[config.mk]
export PLATFORM = sky130hd
export DESIGN_NAME = rw_arbiter
export DESIGN_NICKNAME = d
export VERILOG_FILES = /design/src/rtl/photon_pkg.sv /design/src/rtl/rw_arbiter.sv
export SDC_FILE = /design/constraint.sdc
export NUM_CORES = 1
export LEC_CHECK = 0
export ABC_AREA = 1
export BUFFER_PORTS_ARGS = -buffer_cell sky130_fd_sc_hd__buf_2
export CORE_MARGIN = 4
export CORE_UTILIZATION = 27
export DETAILED_ROUTE_END_ITERATION = 10
export PLACE_DENSITY = 0.8
export SKIP_LAST_GASP = 1
export SLEW_MARGIN = 20
export SYNTH_ARGS = -nofsm -noshare
export SYNTH_HDL_FRONTEND = slang
export SYNTH_SLANG_ARGS = --single-unit
export TNS_END_PERCENT = 20
[constraint.sdc]
create_clock -name clk_133MHz_210 -period 1.1 [get_ports clk_133MHz_210]
set_input_delay 0.11 -clock clk_133MHz_210 [delete_from_list [all_inputs] [get_ports clk_133MHz_210]]
set_output_delay 0.11 -clock clk_133MHz_210 [all_outputs]
set_load 0.01 [all_outputs]
[src/rtl/photon_pkg.sv]
package photon_pkg;

    //////////////////////////////
    // Sizes and timing.
    //////////////////////////////
    localparam int BUF_DEPTH         = 1024;  // Records in the count buffer.
    localparam int BAUD_DIV          = 1157;  // 133.33 MHz / 115200 baud.
    localparam int SIM_SYNC_PERIOD   = 4000;  // Simulated sync period, in clocks.
    localparam int SIM_SYNC_HIGH     = 20;    // Simulated sync high time.
    localparam int SIM_PHOTON_PERIOD = 40;    // Simulated photon period, half high.

    //////////////////////////////
    // Vector types.
    //////////////////////////////
    typedef logic [15:0] count_t;       // Photons in one window, saturating.
    typedef logic [9:0]  buf_addr_t;    // Record address, wraps at BUF_DEPTH.
    typedef logic [7:0]  uart_byte_t;   // One UART payload byte.
    typedef logic [10:0] baud_cnt_t;    // Bit timer, holds BAUD_DIV - 1.
    typedef logic [10:0] pend_cnt_t;    // Unread records, up to BUF_DEPTH.
    typedef logic [11:0] sync_cnt_t;    // Simulated sync phase.
    typedef logic [5:0]  photon_cnt_t;  // Simulated photon phase.

    //////////////////////////////
    // Buses.
    //////////////////////////////
    // Arbiter to buffer.
    typedef struct packed {
        logic      en;      // Access this cycle.
        logic      we;      // Write when set, else read.
        buf_addr_t addr;
        count_t    wdata;
    } buf_cmd_t;

    // Counter to arbiter, one closed window.
    typedef struct packed {
        buf_addr_t addr;
        count_t    data;
    } record_wr_t;

    //////////////////////////////
    // FSM states.
    //////////////////////////////
    typedef enum logic {
        ARB_IDLE,
        ARB_ACCESS
    } arb_state_t;

    typedef enum logic [2:0] {
        REP_IDLE,
        REP_READ,
        REP_START,
        REP_BITS,
        REP_STOP,
        REP_NEXT    // Second byte or end of record.
    } rep_state_t;

endpackage

[src/rtl/rw_arbiter.sv]
`timescale 1ns/1ps

module rw_arbiter import photon_pkg::*; (
    input  logic       clk_133MHz_210,
    input  logic       rst_n,
    // Write side.
    input  logic       wr_req,
    input  record_wr_t wr_record,
    output logic       wr_done,
    // Read side.
    input  logic       rd_req,
    input  buf_addr_t  rd_addr,
    output logic       rd_done,
    output count_t     rd_data,
    // Buffer side.
    output buf_cmd_t   buf_cmd,
    input  count_t     buf_rdata
);

    arb_state_t state;
    logic       grant_wr;   // Current access is the write.

    //////////////////////////////
    // Command, issued in the grant cycle.
    //////////////////////////////
    always_comb begin
        buf_cmd = '0;
        if (state == ARB_IDLE) begin
            if (wr_req) begin              // Writes first.
                buf_cmd.en    = 1'b1;
                buf_cmd.we    = 1'b1;
                buf_cmd.addr  = wr_record.addr;
                buf_cmd.wdata = wr_record.data;
            end else if (rd_req) begin
                buf_cmd.en   = 1'b1;
                buf_cmd.addr = rd_addr;
            end
        end
    end

    //////////////////////////////
    // Grant FSM.
    //////////////////////////////
    always_ff @(posedge clk_133MHz_210 or negedge rst_n) begin
        if (!rst_n) begin
            state    <= ARB_IDLE;
            grant_wr <= 1'b0;
        end else begin
            case (state)
                ARB_IDLE:
                    if (wr_req || rd_req) begin
                        grant_wr <= wr_req;
                        state    <= ARB_ACCESS;
                    end
                ARB_ACCESS:
                    state <= ARB_IDLE;   // Requester drops on done.
                default:
                    state <= ARB_IDLE;
            endcase
        end
    end

    // Done one cycle after grant, read data arrives with it.
    assign wr_done = (state == ARB_ACCESS) &&  grant_wr;
    assign rd_done = (state == ARB_ACCESS) && !grant_wr;
    assign rd_data = buf_rdata;

    // Never both, and only to a side still holding its request.
    a_done_exclusive: assert property (
        @(posedge clk_133MHz_210) disable iff (!rst_n)
        !(wr_done && rd_done) && (!wr_done || wr_req) && (!rd_done || rd_req)
    );

endmodule

==> impl_metrics.toml <==
[floorplanning]
io_pins = 102
core_mm2 = 0.002042
fp.dieH_um = 55.07
num_rows = 16
die_area_mm2 = 0.003032
fp.dieW_um = 55.07
start_util = 0.2929

[clock_network]
clock_sinks = 2
tritoncts = "yes"
path_clk_slew_ps = 30
cts_buffers = 3
ctsResizeCount = 0
clk_latency_ps = 220
htreeDepth = 1
cts_buffer_depth = 2
cts_root_buffer = "clkbuf_4"

[detailed_routing]
viasPerCell = 3.941
wl_per_cell_um = 8.698
drt_wl_total_um = 1757
drc = 0
vias = 796
drt-initial-drc-count = 6
drtAntennaViolNets = 0
drt_first_pass_iters = 4

[yosys]
synth_cells = 119
ys_seq_area_frac = 0.08368
synthTopCellsByArea = "nand2_1 (32%), buf_4 (23%), nor2_1 (17%)"
synth_area_leader_cell = "nand2_1"
synth_nets = 175
ys_types = 10
synth_edf_count = 0
synth-warning-count = 0
syn_area_um2 = 598.1
synth_commonest_cells = "nand2_1 (51), nor2_1 (27), buf_4 (18), inv_1 (14)"
yosysMostFrequentCell = "nand2_1"
ys_ff_latch = 2
async_flop_share = 1.000
ys.flop_type = "dfrtp_1"
synth_area_per_cell_um2 = 5.026
yosys.area.top_type_share = 0.3201

[global_route]
grtUsageMet1 = 0.1214
use_met3 = 0.02413
grtUsageTotal = 0.1054
grt-busiest-layer = "met2"
grt_max_degree = 19
grt_pass1_wl_um = 2346
grtUsageMet2 = 0.1791
grt_pass1_vias = 633
antenna_found_initial = 0
gr-total-overflow = 0

[pwr]
total_power_uw = 678.8
seqPwrFrac = 0.146
swShare = 0.4149
p_leak_nw = 0.6541
power.density_mw_per_mm2 = 757.8
p_sw_uw = 281.6
p_comb_frac = 0.623
ir_worst_vdd_v = 0.0006184
internal-power_uw = 397.2
pwr-share-clk = 0.231

[critical_path]
required_ps = 990
crit_path_end_kind = "output pin"
cp-startpoint = "state$_DFF_PN0_"
timing.rr.start = "state$_DFF_PN0_"
critPathMaxFanout = 18
worstPathArrival_ps = 1190
critPathKind = "flop to output pin"
crit_path_start_kind = "flop"

[layout]
fillCellCount = 241
final_cells = 202
final_nets = 233
drive_above_1_share = 0.4571
diodes = 0
utilization = 0.4387
final_cell_area_um2 = 895.9
area_delta_synth_final_pct = 49.79

[job]
cap_violations = 0

[placed_design]
place_area_um2 = 852.1
globalplace.congestion = 0.7054
place_inst = 197
dp_slack_ps = 5.915
dp_hpwl_um = 1417
io_buffers = 69

[timing]
whs_ps = 168.1
finalClockSkew_ps = 1.469
rsz0062_at_grt = "yes"
hold_viol = 0
fmax_ghz = 0.7678
setup_viol = 30
tns_ps = -3332
relSlewSlack = 0.8214
fin_ws_ps = -202.5
maxSlewViolCount = 0
fin_crit_sh = 1.184
tightestPinTransition_ps = 267.2
layout_min_cycle_time_ps = 1302

[min_path]
hold_class = "input pin to flop"
min_from = "rd_req"

[run_status]
outcome = "finished, violations left"
violations = "negative setup slack"
[power by group through the flow]
stage                     Combinational [mW]  Clock, mW  Sequential [mW]
final                                  0.423      0.157           0.0991
after global routing                   0.475      0.170            0.101
after CTS                              0.432      0.167           0.0993
after detailed placement               0.418          0            0.100
after global placement                 0.416          0           0.0994
after floorplan                        0.305          0           0.0984
[area by class of cell]
class | count | area, µm² | share of cell area
clock buffers | 3 | 22.52 | 0.02514
flip-flops and latches | 2 | 50.05 | 0.05587
well taps | 27 | 33.78 | 0.03771
multi-input cells | 81 | 335.3 | 0.3743
repair buffers | 74 | 397.9 | 0.4441
inverters | 15 | 56.30 | 0.06285
[routing by layer]
metal / routed length [µm] / share of wire / up-vias
met1: 705 / 0.40 / 311
met3: 259 / 0.15 / 4
met4: 17 / 0.0097 / 0
met5: 0 / 0 / -
met2: 774 / 0.44 / 47
li1: - / - / 434
[cell families (layout without fill, tap and decap cells)]
family / after synthesis / in the layout / synth area share
buffers and inverters: 37 / 92 / 0.3745
and+or+nand+nor: 80 / 81 / 0.5418
DFF: 2 / 2 / 0.08369
[repair_timing]
| item | in CTS | in global routing |
|---|---|---|
| hold endpoints to repair | 2 | 0 |
| buffers inserted | 0 | 0 |
| hold buffers | 1 | 0 |
| gates cloned | 1 | 0 |
| pin swaps | 1 | 1 |
| endpoints found under the setup margin | 30 | 30 |
[state kept, by name, indices dropped and copies added, names as in the netlist]
| register | count |
|---|---|
| grant_wr | 1 |
| state | 1 |
[cells in the final DEF (no fill, tap or decap)]
master / netlist / routed
buf_12: 0 / 1
dfrtp_1: 2 / 2
nand2_1: 51 / 51
nor2_4: 1 / 2
clkbuf_4: 0 / 3
buf_2: 2 / 69
inv_1: 14 / 14
dlygate4sd3_1: 0 / 1
inv_2: 1 / 1
buf_4: 18 / 3
nor2_1: 27 / 27
nor2_8: 1 / 1
[worst max-delay path, cell delays in order (launching register included)]
cell,delay (ps)
dfrtp_1,390
buf_4,230
inv_1,70
nand2_1,70
nand2_1,70
buf_2,140
[worst paths after layout]
kind,to,slack [ps],depth (start not counted)
max,buf_cmd[27],-200,5
min,state$_DFF_PN0_,170,3
max reg2reg,state$_DFF_PN0_,150,4
min reg2reg,grant_wr$_DFFE_PN0P_,490,2
max in group asynchronous,grant_wr$_DFFE_PN0P_,790,2
min in group asynchronous,state$_DFF_PN0_,210,2
Power figures use the tool's default switching activity.
