## src/rtl/photon_pkg.sv

```systemverilog
package photon_pkg;

    //////////////////////////////
    // Sizes and timing.
    //////////////////////////////
    localparam int BUF_DEPTH         = 1024;  // Records in the count buffer.
    localparam int BAUD_DIV          = 1157;  // 133.33 MHz / 115200 baud.
    localparam int SIM_SYNC_PERIOD   = 4000;  // Simulated sync period, in clocks.
    localparam int SIM_SYNC_HIGH     = 20;    // Simulated sync high time.
    localparam int SIM_PHOTON_PERIOD = 40;    // Simulated photon period, half high.

    //////////////////////////////
    // Vector types.
    //////////////////////////////
    typedef logic [15:0] count_t;       // Photons in one window, saturating.
    typedef logic [9:0]  buf_addr_t;    // Record address, wraps at BUF_DEPTH.
    typedef logic [7:0]  uart_byte_t;   // One UART payload byte.
    typedef logic [10:0] baud_cnt_t;    // Bit timer, holds BAUD_DIV - 1.
    typedef logic [10:0] pend_cnt_t;    // Unread records, up to BUF_DEPTH.
    typedef logic [11:0] sync_cnt_t;    // Simulated sync phase.
    typedef logic [5:0]  photon_cnt_t;  // Simulated photon phase.

    //////////////////////////////
    // Buses.
    //////////////////////////////
    // Arbiter to buffer.
    typedef struct packed {
        logic      en;      // Access this cycle.
        logic      we;      // Write when set, else read.
        buf_addr_t addr;
        count_t    wdata;
    } buf_cmd_t;

    // Counter to arbiter, one closed window.
    typedef struct packed {
        buf_addr_t addr;
        count_t    data;
    } record_wr_t;

    //////////////////////////////
    // FSM states.
    //////////////////////////////
    typedef enum logic {
        ARB_IDLE,
        ARB_ACCESS
    } arb_state_t;

    typedef enum logic [2:0] {
        REP_IDLE,
        REP_READ,
        REP_START,
        REP_BITS,
        REP_STOP,
        REP_NEXT    // Second byte or end of record.
    } rep_state_t;

endpackage

```

## src/rtl/pulse_counter.sv

```systemverilog
`timescale 1ns/1ps

module pulse_counter import photon_pkg::*; (
    input  logic       clk_133MHz_210,
    input  logic       rst_n,
    input  logic       photon_pulse,   // Photon pin, asynchronous.
    input  logic       sync_50hz,      // Window sync pin, asynchronous.
    output logic       wr_req,         // Held until wr_done.
    output record_wr_t wr_record,
    input  logic       wr_done,
    output logic       overrun         // Sticky, window lost.
);

    //////////////////////////////
    // Synchronizers and edges.
    //////////////////////////////
    logic [2:0] photon_sr;  // Two sync flops plus edge register.
    logic [2:0] sync_sr;
    logic       photon_rise;
    logic       sync_rise;

    always_ff @(posedge clk_133MHz_210 or negedge rst_n) begin
        if (!rst_n) begin
            photon_sr <= '0;
            sync_sr   <= '0;
        end else begin
            photon_sr <= {photon_sr[1:0], photon_pulse};
            sync_sr   <= {sync_sr[1:0], sync_50hz};
        end
    end

    assign photon_rise = photon_sr[1] & ~photon_sr[2];
    assign sync_rise   = sync_sr[1] & ~sync_sr[2];  // Window close strobe.

    //////////////////////////////
    // Window count.
    //////////////////////////////
    count_t    count;
    count_t    count_inc;   // Count including this cycle's edge.
    buf_addr_t wr_addr;
    logic      pending;     // Previous record not yet taken.

    // Saturate at all ones.
    assign count_inc = (photon_rise && count != '1) ? count + 1'b1 : count;
    assign pending   = wr_req & ~wr_done;

    always_ff @(posedge clk_133MHz_210 or negedge rst_n) begin
        if (!rst_n) begin
            count   <= '0;
            wr_addr <= '0;
            wr_req  <= 1'b0;
            overrun <= 1'b0;
        end else begin
            if (wr_done)
                wr_req <= 1'b0;     // Record accepted.
            if (sync_rise) begin
                count <= '0;        // New window.
                if (pending) begin
                    overrun <= 1'b1;    // Drop this window.
                end else begin
                    wr_req  <= 1'b1;
                    wr_addr <= wr_addr + 1'b1;  // Wraps at BUF_DEPTH.
                end
            end else begin
                count <= count_inc;
            end
        end
    end

    // Record payload, loaded only when posted.
    always_ff @(posedge clk_133MHz_210) begin
        if (sync_rise && !pending) begin
            wr_record.addr <= wr_addr;
            wr_record.data <= count_inc;
        end
    end

    // Payload may not move under a held request.
    a_record_stable: assert property (
        @(posedge clk_133MHz_210) disable iff (!rst_n)
        wr_req && !wr_done |=> $stable(wr_record)
    );

endmodule

```

## config.mk

```make
export PLATFORM = sky130hd
export DESIGN_NAME = pulse_counter
export DESIGN_NICKNAME = d
export VERILOG_FILES = /design/src/rtl/photon_pkg.sv /design/src/rtl/pulse_counter.sv
export SDC_FILE = /design/constraint.sdc
export NUM_CORES = 1
export LEC_CHECK = 0
export ABC_CLOCK_PERIOD_IN_PS = 3510
export BUFFER_PORTS_ARGS = -buffer_cell sky130_fd_sc_hd__buf_2
export CORE_MARGIN = 1.5
export CORE_UTILIZATION = 43
export CTS_BUF_LIST = sky130_fd_sc_hd__clkbuf_16
export DETAILED_ROUTE_END_ITERATION = 16
export SYNTH_ARGS = -nofsm -noshare
export SYNTH_HDL_FRONTEND = slang
export SYNTH_SLANG_ARGS = --single-unit
```

## constraint.sdc

```tcl
create_clock -name clk_133MHz_210 -period 3.51 [get_ports clk_133MHz_210]
set_clock_uncertainty 0.05 [all_clocks]
set_input_delay 0.5265 -clock clk_133MHz_210 [delete_from_list [all_inputs] [get_ports clk_133MHz_210]]
set_output_delay 0.5265 -clock clk_133MHz_210 [all_outputs]
set_load 0.05 [all_outputs]
```

==> qor.csv <==
metric,value,unit
drt pass-1 iters,4,
fillcell total,503,
first-pass GRT wire length,7334,um
CTS H-tree depth,3,
die height,80.61,um
number of gates resized after cts,0,
GRT overflow,0,
nature of the critical path startpoint,flop,
Overall Power,2.001,mW
design area,3143,um^2
Worst-Skew Late Latency,320,ps
mean routed wirelength per cell,13.99,um
Setup WS pre-CTS,1448,ps
Yosys cell types,37,
"Core Util, Final",53.72,%
Tmin final,2018,ps
Port Buf Inserts,32,
largest family of logic cells by synthesized area,simple AND/OR/NAND/NOR gates,
clock buffer depth,2,
"Top FF cell, synth",dfrtp_1,
postcts setup bufs,0,
Core Rows,28,
adder-cell share of the synthesized area,0.9662,%
Max Freq,495.6,MHz
largest net degree at the start of global routing,35,
Worst-Margin Slew,827.7,ps
final non-filler cell total,318,
# nets final,245,
clock root buffer,clkbuf_16,
post-synthesis mux area share,3.961,%
critical path required time,3670,ps
GPL Wtd Cong,0.8288,
syn nets,207,
vias in the first global route,1549,
antenna violations before repair,0,
Core ar.,5851,um^2
register area share after synthesis,63.00,%
Starting Density,44.27,%
syn_area_per_cell,12.95,um^2
Pwr Density,636.5,nW/um^2
post-synthesis compound-gate area fraction,3.768,%
TritonCTS clock tree,done,
Tot GR Track Use,15.91,%
Critical Path AT,2180,ps
Post-synth EDFFs,26,
Synth Warn #,0,
max-slew violation count,0,
Seq cells post-synth,60,
Pleak,1.330,nW
share of cells above drive strength 1,25.93,%
vias per cell,5.208,
Die ar.,6498,um^2
final setup margin,1492,ps
multi-input logic area,934.6,um^2
Chip Width,80.61,um
relative slew slack,44.71,%
VDD IR max,290.8,uV
sequential cell area,1632,um^2
clock sinks,60,
"CTS clk-pin slew, worst paths",50,ps
final wirelength,4449,um
setup tns final,0,ps
Post-Syn Area,2590,um^2
FF-to-FF path depth,4,
Tcrit/Tclk final,57.49,%
asr flop ratio synth,56.67,%
RSZ-0062 raised after global routing,false,
hpwl dp,3006,um
Cells after DPL,302,
hold_buf cts,0,
residual DRC count,0,
Final ANT Viol Nets,0,
area share of the largest cell type after synthesis,32.85,%
Layout area overhead,21.35,%
Setup Viol. Count Final,0,
Post-Synth XOR/XNOR Area,6.087,%
TritonCTS buffer count,9,
Simple-Gate Fraction of Synth Area,21.21,%
smallest hold slack,243.4,ps
ANT cells,0,
CP Capture Type,flop,
HP Class,primary input to async pin,
Crit Path Category,flop to flop,
initial drt markers,92,
placed cell area,2828,um^2
main area contributors after synthesis,"dfrtp_1 (33%), edfxtp_1 (30%), xor2_1 (3.4%)",
hold violation count in the final report,0,
status,"finished, final reports clean",
Syn Inst Count,200,
num ports,33,
post-synth top area cell,dfrtp_1,
vias,1656,
worst-path fanout max,32,
Max-Cap Viols,0,
## cell usage in the layout, fill, tap and decap left out, types with 7 or more instances in the layout
master | Yosys | routed
dfrtp_1 | 34 | 34
buf_2 | 3 | 32
edfxtp_1 | 26 | 26
nand2_1 | 22 | 22
xor2_1 | 10 | 10
nand2b_1 | 10 | 10
nand3_1 | 10 | 10
clkbuf_16 | 0 | 9
mux2i_1 | 8 | 8
xnor2_1 | 8 | 8
nand4_1 | 7 | 7
a21oi_1 | 7 | 7
## per-layer routing
| metal | GRT usage, % | wire length [um] | share of wire [%] |
|---|---|---|---|
| met5 | 0 | 0 | 0 |
| met4 | 8.793 | 78 | 1.8 |
| met3 | 5.455 | 257 | 5.8 |
| met2 | 23.03 | 2012 | 45 |
| met1 | 20.77 | 2100 | 47 |
## cell type report
class	count	share of cell area, %
tap	75	2.986
clock buffer	9	7.166
multi-input combinational	134	29.74
clock inverter	7	2.866
sequential	60	51.91
timing repair buffer	33	5.334
## critical path, stage by stage, from the launching register on
cell	delay, ps
dfrtp_1	370
nand2b_1	490
nor2_2	220
buf_4	390
mux2_2	380
## registers in the layout (all words and copies together) (netlist names)
name       cells
wr_record     26
sync_sr        3
wr_req         1
wr_addr       10
photon_sr      3
overrun        1
count         16
## path summary, 6_finish.rpt
path / start / slack (ps) / to
min reg2reg: photon_sr[0] / 300 / photon_sr[1]
max in group asynchronous: rst_n / 2670 / wr_addr[9]
min in group clk_133MHz_210: sync_50hz / 260 / sync_sr[0]
min: rst_n / 240 / count[13]
max: sync_sr[2] / 1490 / wr_addr[1]
max reg2reg: sync_sr[2] / 1490 / wr_addr[1]
## synthesized netlist by cell type, types with 3 or more instances
cell	number
or3_1	3
nor3_1	4
nor2b_1	3
xor2_1	10
buf_2	3
and3_1	4
clkbuf_1	3
mux2i_1	8
dfrtp_1	34
nor4_2	3
edfxtp_1	26
nand4_1	7
nor2_1	5
xnor2_1	8
o21ai_0	3
and4_1	3
a21oi_1	7
nand2b_1	10
nand2_1	22
nand3_1	10
o21ai_1	3
## logic make-up after synthesis
kind of cell | after synthesis
and+or+nand+nor | 87
DFF | 60
xor gates and xnor gates | 18
AOI/OAI and AO/OA | 17
muxes | 10
buffers and inverters | 6
adders and majority gates | 2
## power by group
group | switching, mW | leakage (nW) | internal (mW) | total, mW
logic | 0.147 | 0.506 | 0.0632 | 0.210
clock network | 0.295 | 0.153 | 0.617 | 0.912
registers | 0.0593 | 0.672 | 0.819 | 0.878
total | 0.501 | 1.33 | 1.50 | 2.00
Note: power is estimated with default switching activity, not from simulation.
