### src/rtl/photon_pkg.sv
package photon_pkg;

    //////////////////////////////
    // Sizes and timing.
    //////////////////////////////
    localparam int BUF_DEPTH         = 1024;  // Records in the count buffer.
    localparam int BAUD_DIV          = 1157;  // 133.33 MHz / 115200 baud.
    localparam int SIM_SYNC_PERIOD   = 4000;  // Simulated sync period, in clocks.
    localparam int SIM_SYNC_HIGH     = 20;    // Simulated sync high time.
    localparam int SIM_PHOTON_PERIOD = 40;    // Simulated photon period, half high.

    //////////////////////////////
    // Vector types.
    //////////////////////////////
    typedef logic [15:0] count_t;       // Photons in one window, saturating.
    typedef logic [9:0]  buf_addr_t;    // Record address, wraps at BUF_DEPTH.
    typedef logic [7:0]  uart_byte_t;   // One UART payload byte.
    typedef logic [10:0] baud_cnt_t;    // Bit timer, holds BAUD_DIV - 1.
    typedef logic [10:0] pend_cnt_t;    // Unread records, up to BUF_DEPTH.
    typedef logic [11:0] sync_cnt_t;    // Simulated sync phase.
    typedef logic [5:0]  photon_cnt_t;  // Simulated photon phase.

    //////////////////////////////
    // Buses.
    //////////////////////////////
    // Arbiter to buffer.
    typedef struct packed {
        logic      en;      // Access this cycle.
        logic      we;      // Write when set, else read.
        buf_addr_t addr;
        count_t    wdata;
    } buf_cmd_t;

    // Counter to arbiter, one closed window.
    typedef struct packed {
        buf_addr_t addr;
        count_t    data;
    } record_wr_t;

    //////////////////////////////
    // FSM states.
    //////////////////////////////
    typedef enum logic {
        ARB_IDLE,
        ARB_ACCESS
    } arb_state_t;

    typedef enum logic [2:0] {
        REP_IDLE,
        REP_READ,
        REP_START,
        REP_BITS,
        REP_STOP,
        REP_NEXT    // Second byte or end of record.
    } rep_state_t;

endpackage

### src/rtl/count_reporter.sv
`timescale 1ns/1ps

module count_reporter import photon_pkg::*; (
    input  logic      clk_133MHz_210,
    input  logic      rst_n,
    input  logic      record_written,  // One pulse per stored record.
    output logic      rd_req,          // Held until rd_done.
    output buf_addr_t rd_addr,
    input  logic      rd_done,
    input  count_t    rd_data,
    output logic      uart_txd
);

    rep_state_t state;
    pend_cnt_t  pend_cnt;     // Records not read yet.
    count_t     rec_data;     // Record being sent.
    uart_byte_t tx_byte;      // Byte being shifted.
    logic       low_sent;     // Second byte under way.
    logic [2:0] bit_idx;      // Data bit, LSB first.
    baud_cnt_t  bit_tmr;
    logic       bit_end;
    logic       tx_level;

    //////////////////////////////
    // Pending records.
    //////////////////////////////
    always_ff @(posedge clk_133MHz_210 or negedge rst_n) begin
        if (!rst_n)
            pend_cnt <= '0;
        else if (record_written && !rd_done)
            pend_cnt <= pend_cnt + 1'b1;
        else if (rd_done && !record_written)
            pend_cnt <= pend_cnt - 1'b1;
    end

    //////////////////////////////
    // Bit timer.
    //////////////////////////////
    assign bit_end = (bit_tmr == baud_cnt_t'(BAUD_DIV - 1));

    always_ff @(posedge clk_133MHz_210 or negedge rst_n) begin
        if (!rst_n)
            bit_tmr <= '0;
        else if (state == REP_START || state == REP_BITS || state == REP_STOP)
            bit_tmr <= bit_end ? '0 : bit_tmr + 1'b1;
        else
            bit_tmr <= '0;      // Restart for each byte.
    end

    //////////////////////////////
    // Reporter FSM.
    //////////////////////////////
    always_ff @(posedge clk_133MHz_210 or negedge rst_n) begin
        if (!rst_n) begin
            state    <= REP_IDLE;
            rd_req   <= 1'b0;
            rd_addr  <= '0;
            low_sent <= 1'b0;
            bit_idx  <= '0;
        end else begin
            case (state)
                REP_IDLE:
                    if (pend_cnt != '0) begin
                        rd_req <= 1'b1;
                        state  <= REP_READ;
                    end
                REP_READ:
                    if (rd_done) begin
                        rd_req   <= 1'b0;
                        rd_addr  <= rd_addr + 1'b1;   // Wraps with the writer.
                        low_sent <= 1'b0;
                        state    <= REP_START;
                    end
                REP_START:
                    if (bit_end) begin
                        bit_idx <= '0;
                        state   <= REP_BITS;
                    end
                REP_BITS:
                    if (bit_end) begin
                        bit_idx <= bit_idx + 1'b1;
                        if (bit_idx == 3'd7)
                            state <= REP_STOP;
                    end
                REP_STOP:
                    if (bit_end)
                        state <= REP_NEXT;
                REP_NEXT:
                    if (!low_sent) begin
                        low_sent <= 1'b1;
                        state    <= REP_START;    // Low byte next.
                    end else begin
                        state <= REP_IDLE;        // Record done.
                    end
                default:
                    state <= REP_IDLE;
            endcase
        end
    end

    // Payload registers.
    always_ff @(posedge clk_133MHz_210) begin
        if (state == REP_READ && rd_done) begin
            rec_data <= rd_data;
            tx_byte  <= rd_data[15:8];    // High byte first.
        end else if (state == REP_NEXT && !low_sent) begin
            tx_byte <= rec_data[7:0];
        end
    end

    //////////////////////////////
    // Line driver.
    //////////////////////////////
    always_comb begin
        case (state)
            REP_START: tx_level = 1'b0;               // Start bit.
            REP_BITS:  tx_level = tx_byte[bit_idx];
            default:   tx_level = 1'b1;               // Idle and stop.
        endcase
    end

    always_ff @(posedge clk_133MHz_210 or negedge rst_n) begin
        if (!rst_n)
            uart_txd <= 1'b1;
        else
            uart_txd <= tx_level;   // Registered, glitch free.
    end

    a_idle_line_high: assert property (
        @(posedge clk_133MHz_210) disable iff (!rst_n)
        state == REP_IDLE |-> uart_txd
    );

endmodule

### config.mk
export PLATFORM = sky130hd
export DESIGN_NAME = count_reporter
export DESIGN_NICKNAME = d
export VERILOG_FILES = /design/src/rtl/photon_pkg.sv /design/src/rtl/count_reporter.sv
export SDC_FILE = /design/constraint.sdc
export NUM_CORES = 1
export LEC_CHECK = 0
export BUFFER_PORTS_ARGS = -buffer_cell sky130_fd_sc_hd__buf_2
export CAP_MARGIN = 20
export CORE_ASPECT_RATIO = 1.75
export CORE_MARGIN = 5
export CORE_UTILIZATION = 35
export CTS_CLUSTER_DIAMETER = 50
export DETAILED_ROUTE_END_ITERATION = 6
export PLACE_DENSITY = 0.55
export SLEW_MARGIN = 20
export SYNTH_ARGS = -nofsm -noshare
export SYNTH_HDL_FRONTEND = slang
export SYNTH_SLANG_ARGS = --single-unit
### constraint.sdc
create_clock -name clk_133MHz_210 -period 2.5 [get_ports clk_133MHz_210]
set_input_delay 0.5 -clock clk_133MHz_210 [delete_from_list [all_inputs] [get_ports clk_133MHz_210]]
set_output_delay 0.5 -clock clk_133MHz_210 [all_outputs]
set_load 0.005 [all_outputs]
==> metrics.yaml, run 1 <==
status:
  outcome: "completed"
critical_path:
  end_kind: "register"
  critical_path_class: "primary input to register"
  rrSetupSlack_ps: 440
  worstPathArrival_ps: 2450
  timing.rr.start: "pend_cnt[0]$_DFFE_PN0P_"
  slowest_stage: "fa_1"
  path_common_cell: "inv_1"
  critPathTopFamily: "compound AO/OA/AOI/OAI gates"
  max_stage_delay_ps: 420
  crit_chain: "buf_2 -> inv_1 -> ha_1 -> inv_1 -> fa_1 -> a211oi_1 -> o21bai_1 -> a41oi_1 -> xnor2_1 -> mux2_2"
  crit_buf_inv: 3
  cp.depth: 10
  cp-start-kind: "primary input"
  setup.worst_path.start: "rd_done"
  required_ps: 2710
  cp_max_fo: 8
  r2r-end: "pend_cnt[8]$_DFFE_PN0P_"
  reg2reg_depth: 6
logic_synthesis:
  synth_common_cells: "dfrtp_1 (40), nand2_1 (25), nor2_1 (17), edfxtp_1 (16), ha_1 (15)"
  yosysTopAreaCellShare_pct: 34.2
  ys_warn_count: 0
  synth_cell_types: 48
  seq_area_frac_synth_pct: 51.6
  synth.largest_area_cell: "dfrtp_1"
  synth.most_common_cell: "dfrtp_1"
  synthXorXnorAreaFrac_pct: 7.49
  synth_top_family_by_area: "simple AND/OR/NAND/NOR gates"
  synth_edf_count: 16
  synth_mux_area_share_pct: 6.85
  synth_area_um2: 2920
  synth-main-ff-cell: "dfrtp_1"
  ys_seq_elements: 57
  async_reset_ff_share_pct: 71.9
  synth_compound_area_share_pct: 10.7
  synthTopCellsByArea: "dfrtp_1 (34%), edfxtp_1 (16%), ha_1 (6.4%)"
  synth-adder-area-share_pct: 7.11
  synth-simple-area-share_pct: 13.9
  syn_avg_cell_area_um2: 11.4
  syn-num-nets: 292
  synth_cells: 256
detailed_routing:
  route.met2.wl_um: 3070
  dr_wl_met3_um: 181
  drtPass1Iterations: 2
  highest_layer: "met4"
  viasPerCell: 5.12
  routed_wl_um: 5880
  first_iter_violations: 57
  vias: 2098
  drc_errors: 0
  drt-met1-wl_um: 2320
  antenna_left: 0
  wl_per_cell_um: 14.3
global_route:
  antenna_found_initial: 0
  grt_pass1_vias: 2275
  grt_pass1_wl_um: 10200
  groute.usage.overall_pct: 12.9
  grt_max_degree: 22
  grt.overflow.total: 0
clocking:
  post_cts_resized: 0
  tritoncts: "built"
  path_clk_slew_ps: 50
  h-tree-depth: 3
  clock_sinks: 57
  postCtsHoldBufs: 0
  clock_latency_ps: 330
  postCtsSetupBuffers: 0
  cts_made_buffers: 9
  clock-root-buffer: "clkbuf_16"
  clockBufferDepth: 2
layout:
  fillers: 771
  fin_nets: 349
  final_area_um2: 3610
  drive_gt1_share_pct: 26.7
  multi_input_area_um2: 1350
  num_antenna_cells: 0
  syn_to_final_growth_pct: 23.7
  regArea_um2: 1510
die:
  fp.dieW_um: 79.1
  core_area_um2: 8260
  io_pins: 32
  num_rows: 44
  die_y_um: 131
  initial_utilization_pct: 35.4
  dieArea_um2: 10400
timing:
  slew_headroom_pct: 72.7
  slew_violations: 0
  setup_viol: 0
  period_minus_slack_ps: 2240
  rsz0062_at_grt: "no"
  hold_violations: 0
  worst_pin_slew_ps: 405
  fin_setup_tns_ps: 0
  finalCritPeriodShare_pct: 89.7
  fmax_mhz: 446
  skew_ps: 4.69
  fin_ws_ps: 258
placed_design:
  dpl_cell_area_um2: 3330
  globalplace.congestion: 0.780
  dp_hpwl_um: 4380
  port_buffers: 31
  dp_worst_setup_slack_ps: -87.7
run:
  drv_cap: 0
power:
  ir_drop_mv: 0.607
  total_power_uw: 3840
  leakagePower_uw: 0.00162
  p_per_area_nw_per_um2: 1060
min_path:
  hp-class: "primary input to async pin"
## flip-flops by register name, indices dropped and copies added, names as in the netlist
signal and cells:
pend_cnt 11, uart_txd 1, rec_data 8, bit_tmr 11, bit_idx 3, rd_req 1
state 3, low_sent 1, rd_addr 10, tx_byte 8
## layout make-up
| class | instances | share of cell area [%] |
|---|---|---|
| Sequential cell | 57 | 41.7 |
| Tap cell | 92 | 3.18 |
| Clock inverter | 6 | 1.63 |
| Clock buffer | 10 | 6.33 |
| Timing Repair Buffer | 52 | 9.00 |
| Multi-Input combinational cell | 184 | 37.2 |
| Inverter | 9 | 0.935 |
## worst max path at each step
stage	to	slack, ps
2_1_floorplan	pend_cnt[8]$_DFFE_PN0P_	100
3_3_place_gp	pend_cnt[8]$_DFFE_PN0P_	-50
3_5_place_dp	pend_cnt[8]$_DFFE_PN0P_	-90
4_1_cts	pend_cnt[8]$_DFFE_PN0P_	250
5_1_grt	pend_cnt[8]$_DFFE_PN0P_	60
6_report	pend_cnt[8]$_DFFE_PN0P_	260
## stage by stage
step / util (%) / instances / hold slack (ps)
after floorplan: - / 256 / 204
after global placement: 40.3 / 394 / 355
after detailed placement: 40.3 / 394 / 357
after CTS: 43.8 / 410 / 4.31
after global routing: 43.8 / 410 / 13.9
final: 43.8 / 410 / 13.9
## placed cells by master, fill, tap and decap left out, types with 2 or more instances in the layout
cell type and n:
mux4_2 2, mux2i_1 2, o21bai_1 2, nor2b_1 2, buf_4 20, clkinv_2 2
nor3_1 2, o21a_1 3, nor2_1 17, nand2_1 25, a21o_1 5, ha_1 15
o21ai_0 12, nor4_1 2, xnor2_1 12, inv_1 9, edfxtp_1 16, clkbuf_16 9
a22o_1 2, nand3_1 8, o21ai_1 3, and4_1 2, buf_2 31, xor2_1 13
o22ai_1 2, dfrtp_1 40, clkinvlp_4 2, a21oi_1 7, mux2_2 12, o2111ai_1 2
nand2b_1 3, nand4_1 6, a31oi_1 2, and3_1 7
## logic make-up after synthesis
| family | count (synthesis) |
|---|---|
| AO/OA/AOI/OAI | 48 |
| flip-flops | 57 |
| buffers and inverters | 15 |
| multiplexers | 16 |
| adder cells (fa/ha/maj) | 16 |
| AND/OR/NAND/NOR | 79 |
| XOR/XNOR | 25 |
## power by group
group	switching (uW)	internal, uW	total, uW	leakage [uW]
Combinational	635	637	1270	0.000819
Clock	416	762	1180	0.000136
Sequential	210	1180	1390	0.000669
## metal layers
metal  up-vias  global-route usage, %
li1       1045                      -
met1       995                   13.4
met2        37                   22.3
met3        21                   2.81
met4         0                   10.3
met5         -                      0
## worst reg2reg max path, cell delays in order, from the launching register on
cell and delay [ps]:
dfrtp_1 440, fa_1 470, a211oi_1 310, o21bai_1 130, a41oi_1 260, xnor2_1 80
mux2_2 260
Note: power is estimated with default switching activity, not from simulation.
==> inputs of run 2 (changes only) <==
--- a/config.mk
+++ b/config.mk
@@ -8,7 +8,6 @@
 export BUFFER_PORTS_ARGS = -buffer_cell sky130_fd_sc_hd__buf_2
 export CAP_MARGIN = 20
 export CORE_ASPECT_RATIO = 1.75
-export CORE_MARGIN = 5
 export CORE_UTILIZATION = 35
 export CTS_CLUSTER_DIAMETER = 50
 export DETAILED_ROUTE_END_ITERATION = 6
==> run 2 against run 1 <==
Net effect: power rose by 3.7%; non-clock buffer count fell by 4; register-to-register slack improved by 20 ps; critical path depth did not move; clock skew fell by 1.0 ps; clock-buffer cell count rose by 1; via count rose by 0.29%; critical path type unchanged; largest power group unchanged.
==> metrics.yaml, run 2 (same netlist as run 1, synthesis figures left out) <==
critical_path:
  setup.worst_path.start: "rd_done"
  crit_chain: "buf_2 -> inv_1 -> ha_1 -> inv_1 -> fa_1 -> a211oi_1 -> o21bai_1 -> a41oi_1 -> xnor2_1 -> mux2_2"
  timing.rr.start: "pend_cnt[0]$_DFFE_PN0P_"
  cp_max_fo: 5
  reg2reg_depth: 6
  critical_path_class: "primary input to register"
  slowest_stage: "fa_1"
  required_ps: 2710
  cp-start-kind: "primary input"
  end_kind: "register"
  worstPathArrival_ps: 2370
  max_stage_delay_ps: 400
  path_common_cell: "inv_1"
layout:
  layout_common_cells: "dfrtp_1 (40), buf_2 (31), nand2_1 (25), nor2_1 (17)"
  drive_gt1_share_pct: 26.1
  mostFrequentLayoutCell: "dfrtp_1"
  syn_to_final_growth_pct: 23.8
  fin_nets: 345
  final_core_util_pct: 45.2
  instances_no_fill: 405
  largest_registers: "bit_tmr: 11 flops, pend_cnt: 11 flops, rd_addr: 10 flops"
global_route:
  grt_max_degree: 28
  grt_pass1_wl_um: 9890
  groute.usage.overall_pct: 15.2
  grt_pass1_vias: 2148
  antenna_found_initial: 1
  grt.overflow.total: 0
clocking:
  h-tree-depth: 3
  postCtsHoldBufs: 0
  clock-root-buffer: "clkbuf_16"
  tritoncts: "built"
  clockBufferDepth: 2
  cts_made_buffers: 9
  clock_latency_ps: 330
  clock_sinks: 57
  post_cts_resized: 0
  postCtsSetupBuffers: 0
  path_clk_slew_ps: 50
placed_design:
  dp_worst_setup_slack_ps: -15.9
  dp_hpwl_um: 4440
  dp.cells: 388
  globalplace.congestion: 0.836
  port_buffers: 31
detailed_routing:
  wl_per_cell_um: 14.3
  routed_wl_um: 5790
  viasPerCell: 5.20
  drc_errors: 0
  first_iter_violations: 30
  vias: 2104
  drtPass1Iterations: 4
  antenna_left: 0
timing:
  slew_violations: 0
  skew_ps: 3.69
  setup_viol: 0
  hold_violations: 0
  fin_setup_tns_ps: 0
  finalCritPeriodShare_pct: 86.4
  period_minus_slack_ps: 2160
  holdWs_ps: 77.9
  worst_pin_slew_ps: 524
  slew_headroom_pct: 64.6
  fmax_mhz: 463
  fin_ws_ps: 341
  rsz0062_at_grt: "no"
min_path:
  hp-class: "primary input to async pin"
run:
  drv_cap: 0
die:
  num_rows: 43
  die_y_um: 123
  dieArea_um2: 8740
  io_pins: 32
  initial_utilization_pct: 36.5
  fp.dieW_um: 71.1
  core_area_um2: 8020
power:
  ir_drop_mv: 0.664
  p_per_area_nw_per_um2: 1100
  leakagePower_uw: 0.00162
status:
  outcome: "completed"
## run 2: final cells by class
class | count | area (um2)
Antenna cell | 1 | 2.50
Clock buffer | 11 | 243
Clock inverter | 5 | 80.1
Fill cell | 755 | 4400
Inverter | 9 | 33.8
Multi-Input combinational cell | 184 | 1350
Sequential cell | 57 | 1510
Tap cell | 90 | 113
Timing Repair Buffer | 48 | 295
## run 2: power by group
part / internal [uW] / switching [uW]
clock: 896 / 411
combinational: 630 / 648
sequential: 1180 / 218
## run 2: path summary, 6_finish.rpt
path,slack [ps],endpoint
worst max register to register,460,pend_cnt[8]$_DFFE_PN0P_
worst min register to register,470,rd_addr[9]$_DFFE_PN0P_
max in group asynchronous,1700,uart_txd$_DFF_PN1_
worst max-delay path,340,pend_cnt[8]$_DFFE_PN0P_
worst min-delay path,80,bit_tmr[0]$_DFF_PN0_
min in group clk_133MHz_210,350,rec_data[7]$_DFFE_PP_
## run 2: through the flow
| stage | area [um2] | power [uW] |
|---|---|---|
| floorplan | 2920 | 2250 |
| global placement | 3290 | 2660 |
| detailed placement | 3290 | 2700 |
| CTS | 3620 | 4040 |
| global route | 3620 | 4250 |
| finish | 3620 | 3980 |
## run 2: critical path: cells and delay by family
family | cells | cell delay, ps
XOR/XNOR | 1 | 80
buffers and inverters | 3 | 270
adder cells (fa/ha/maj) | 2 | 560
multiplexers | 1 | 260
AO/OA/AOI/OAI | 3 | 700
## run 2: layer usage
layer / GRT usage (%) / part of all wire [%] / vias up
met1: 13.8 / 37 / 1004
li1: - / - / 1042
met2: 28.8 / 55 / 39
met4: 10.3 / 4.7 / 0
met3: 4.16 / 3.4 / 19
met5: 0 / 0 / -
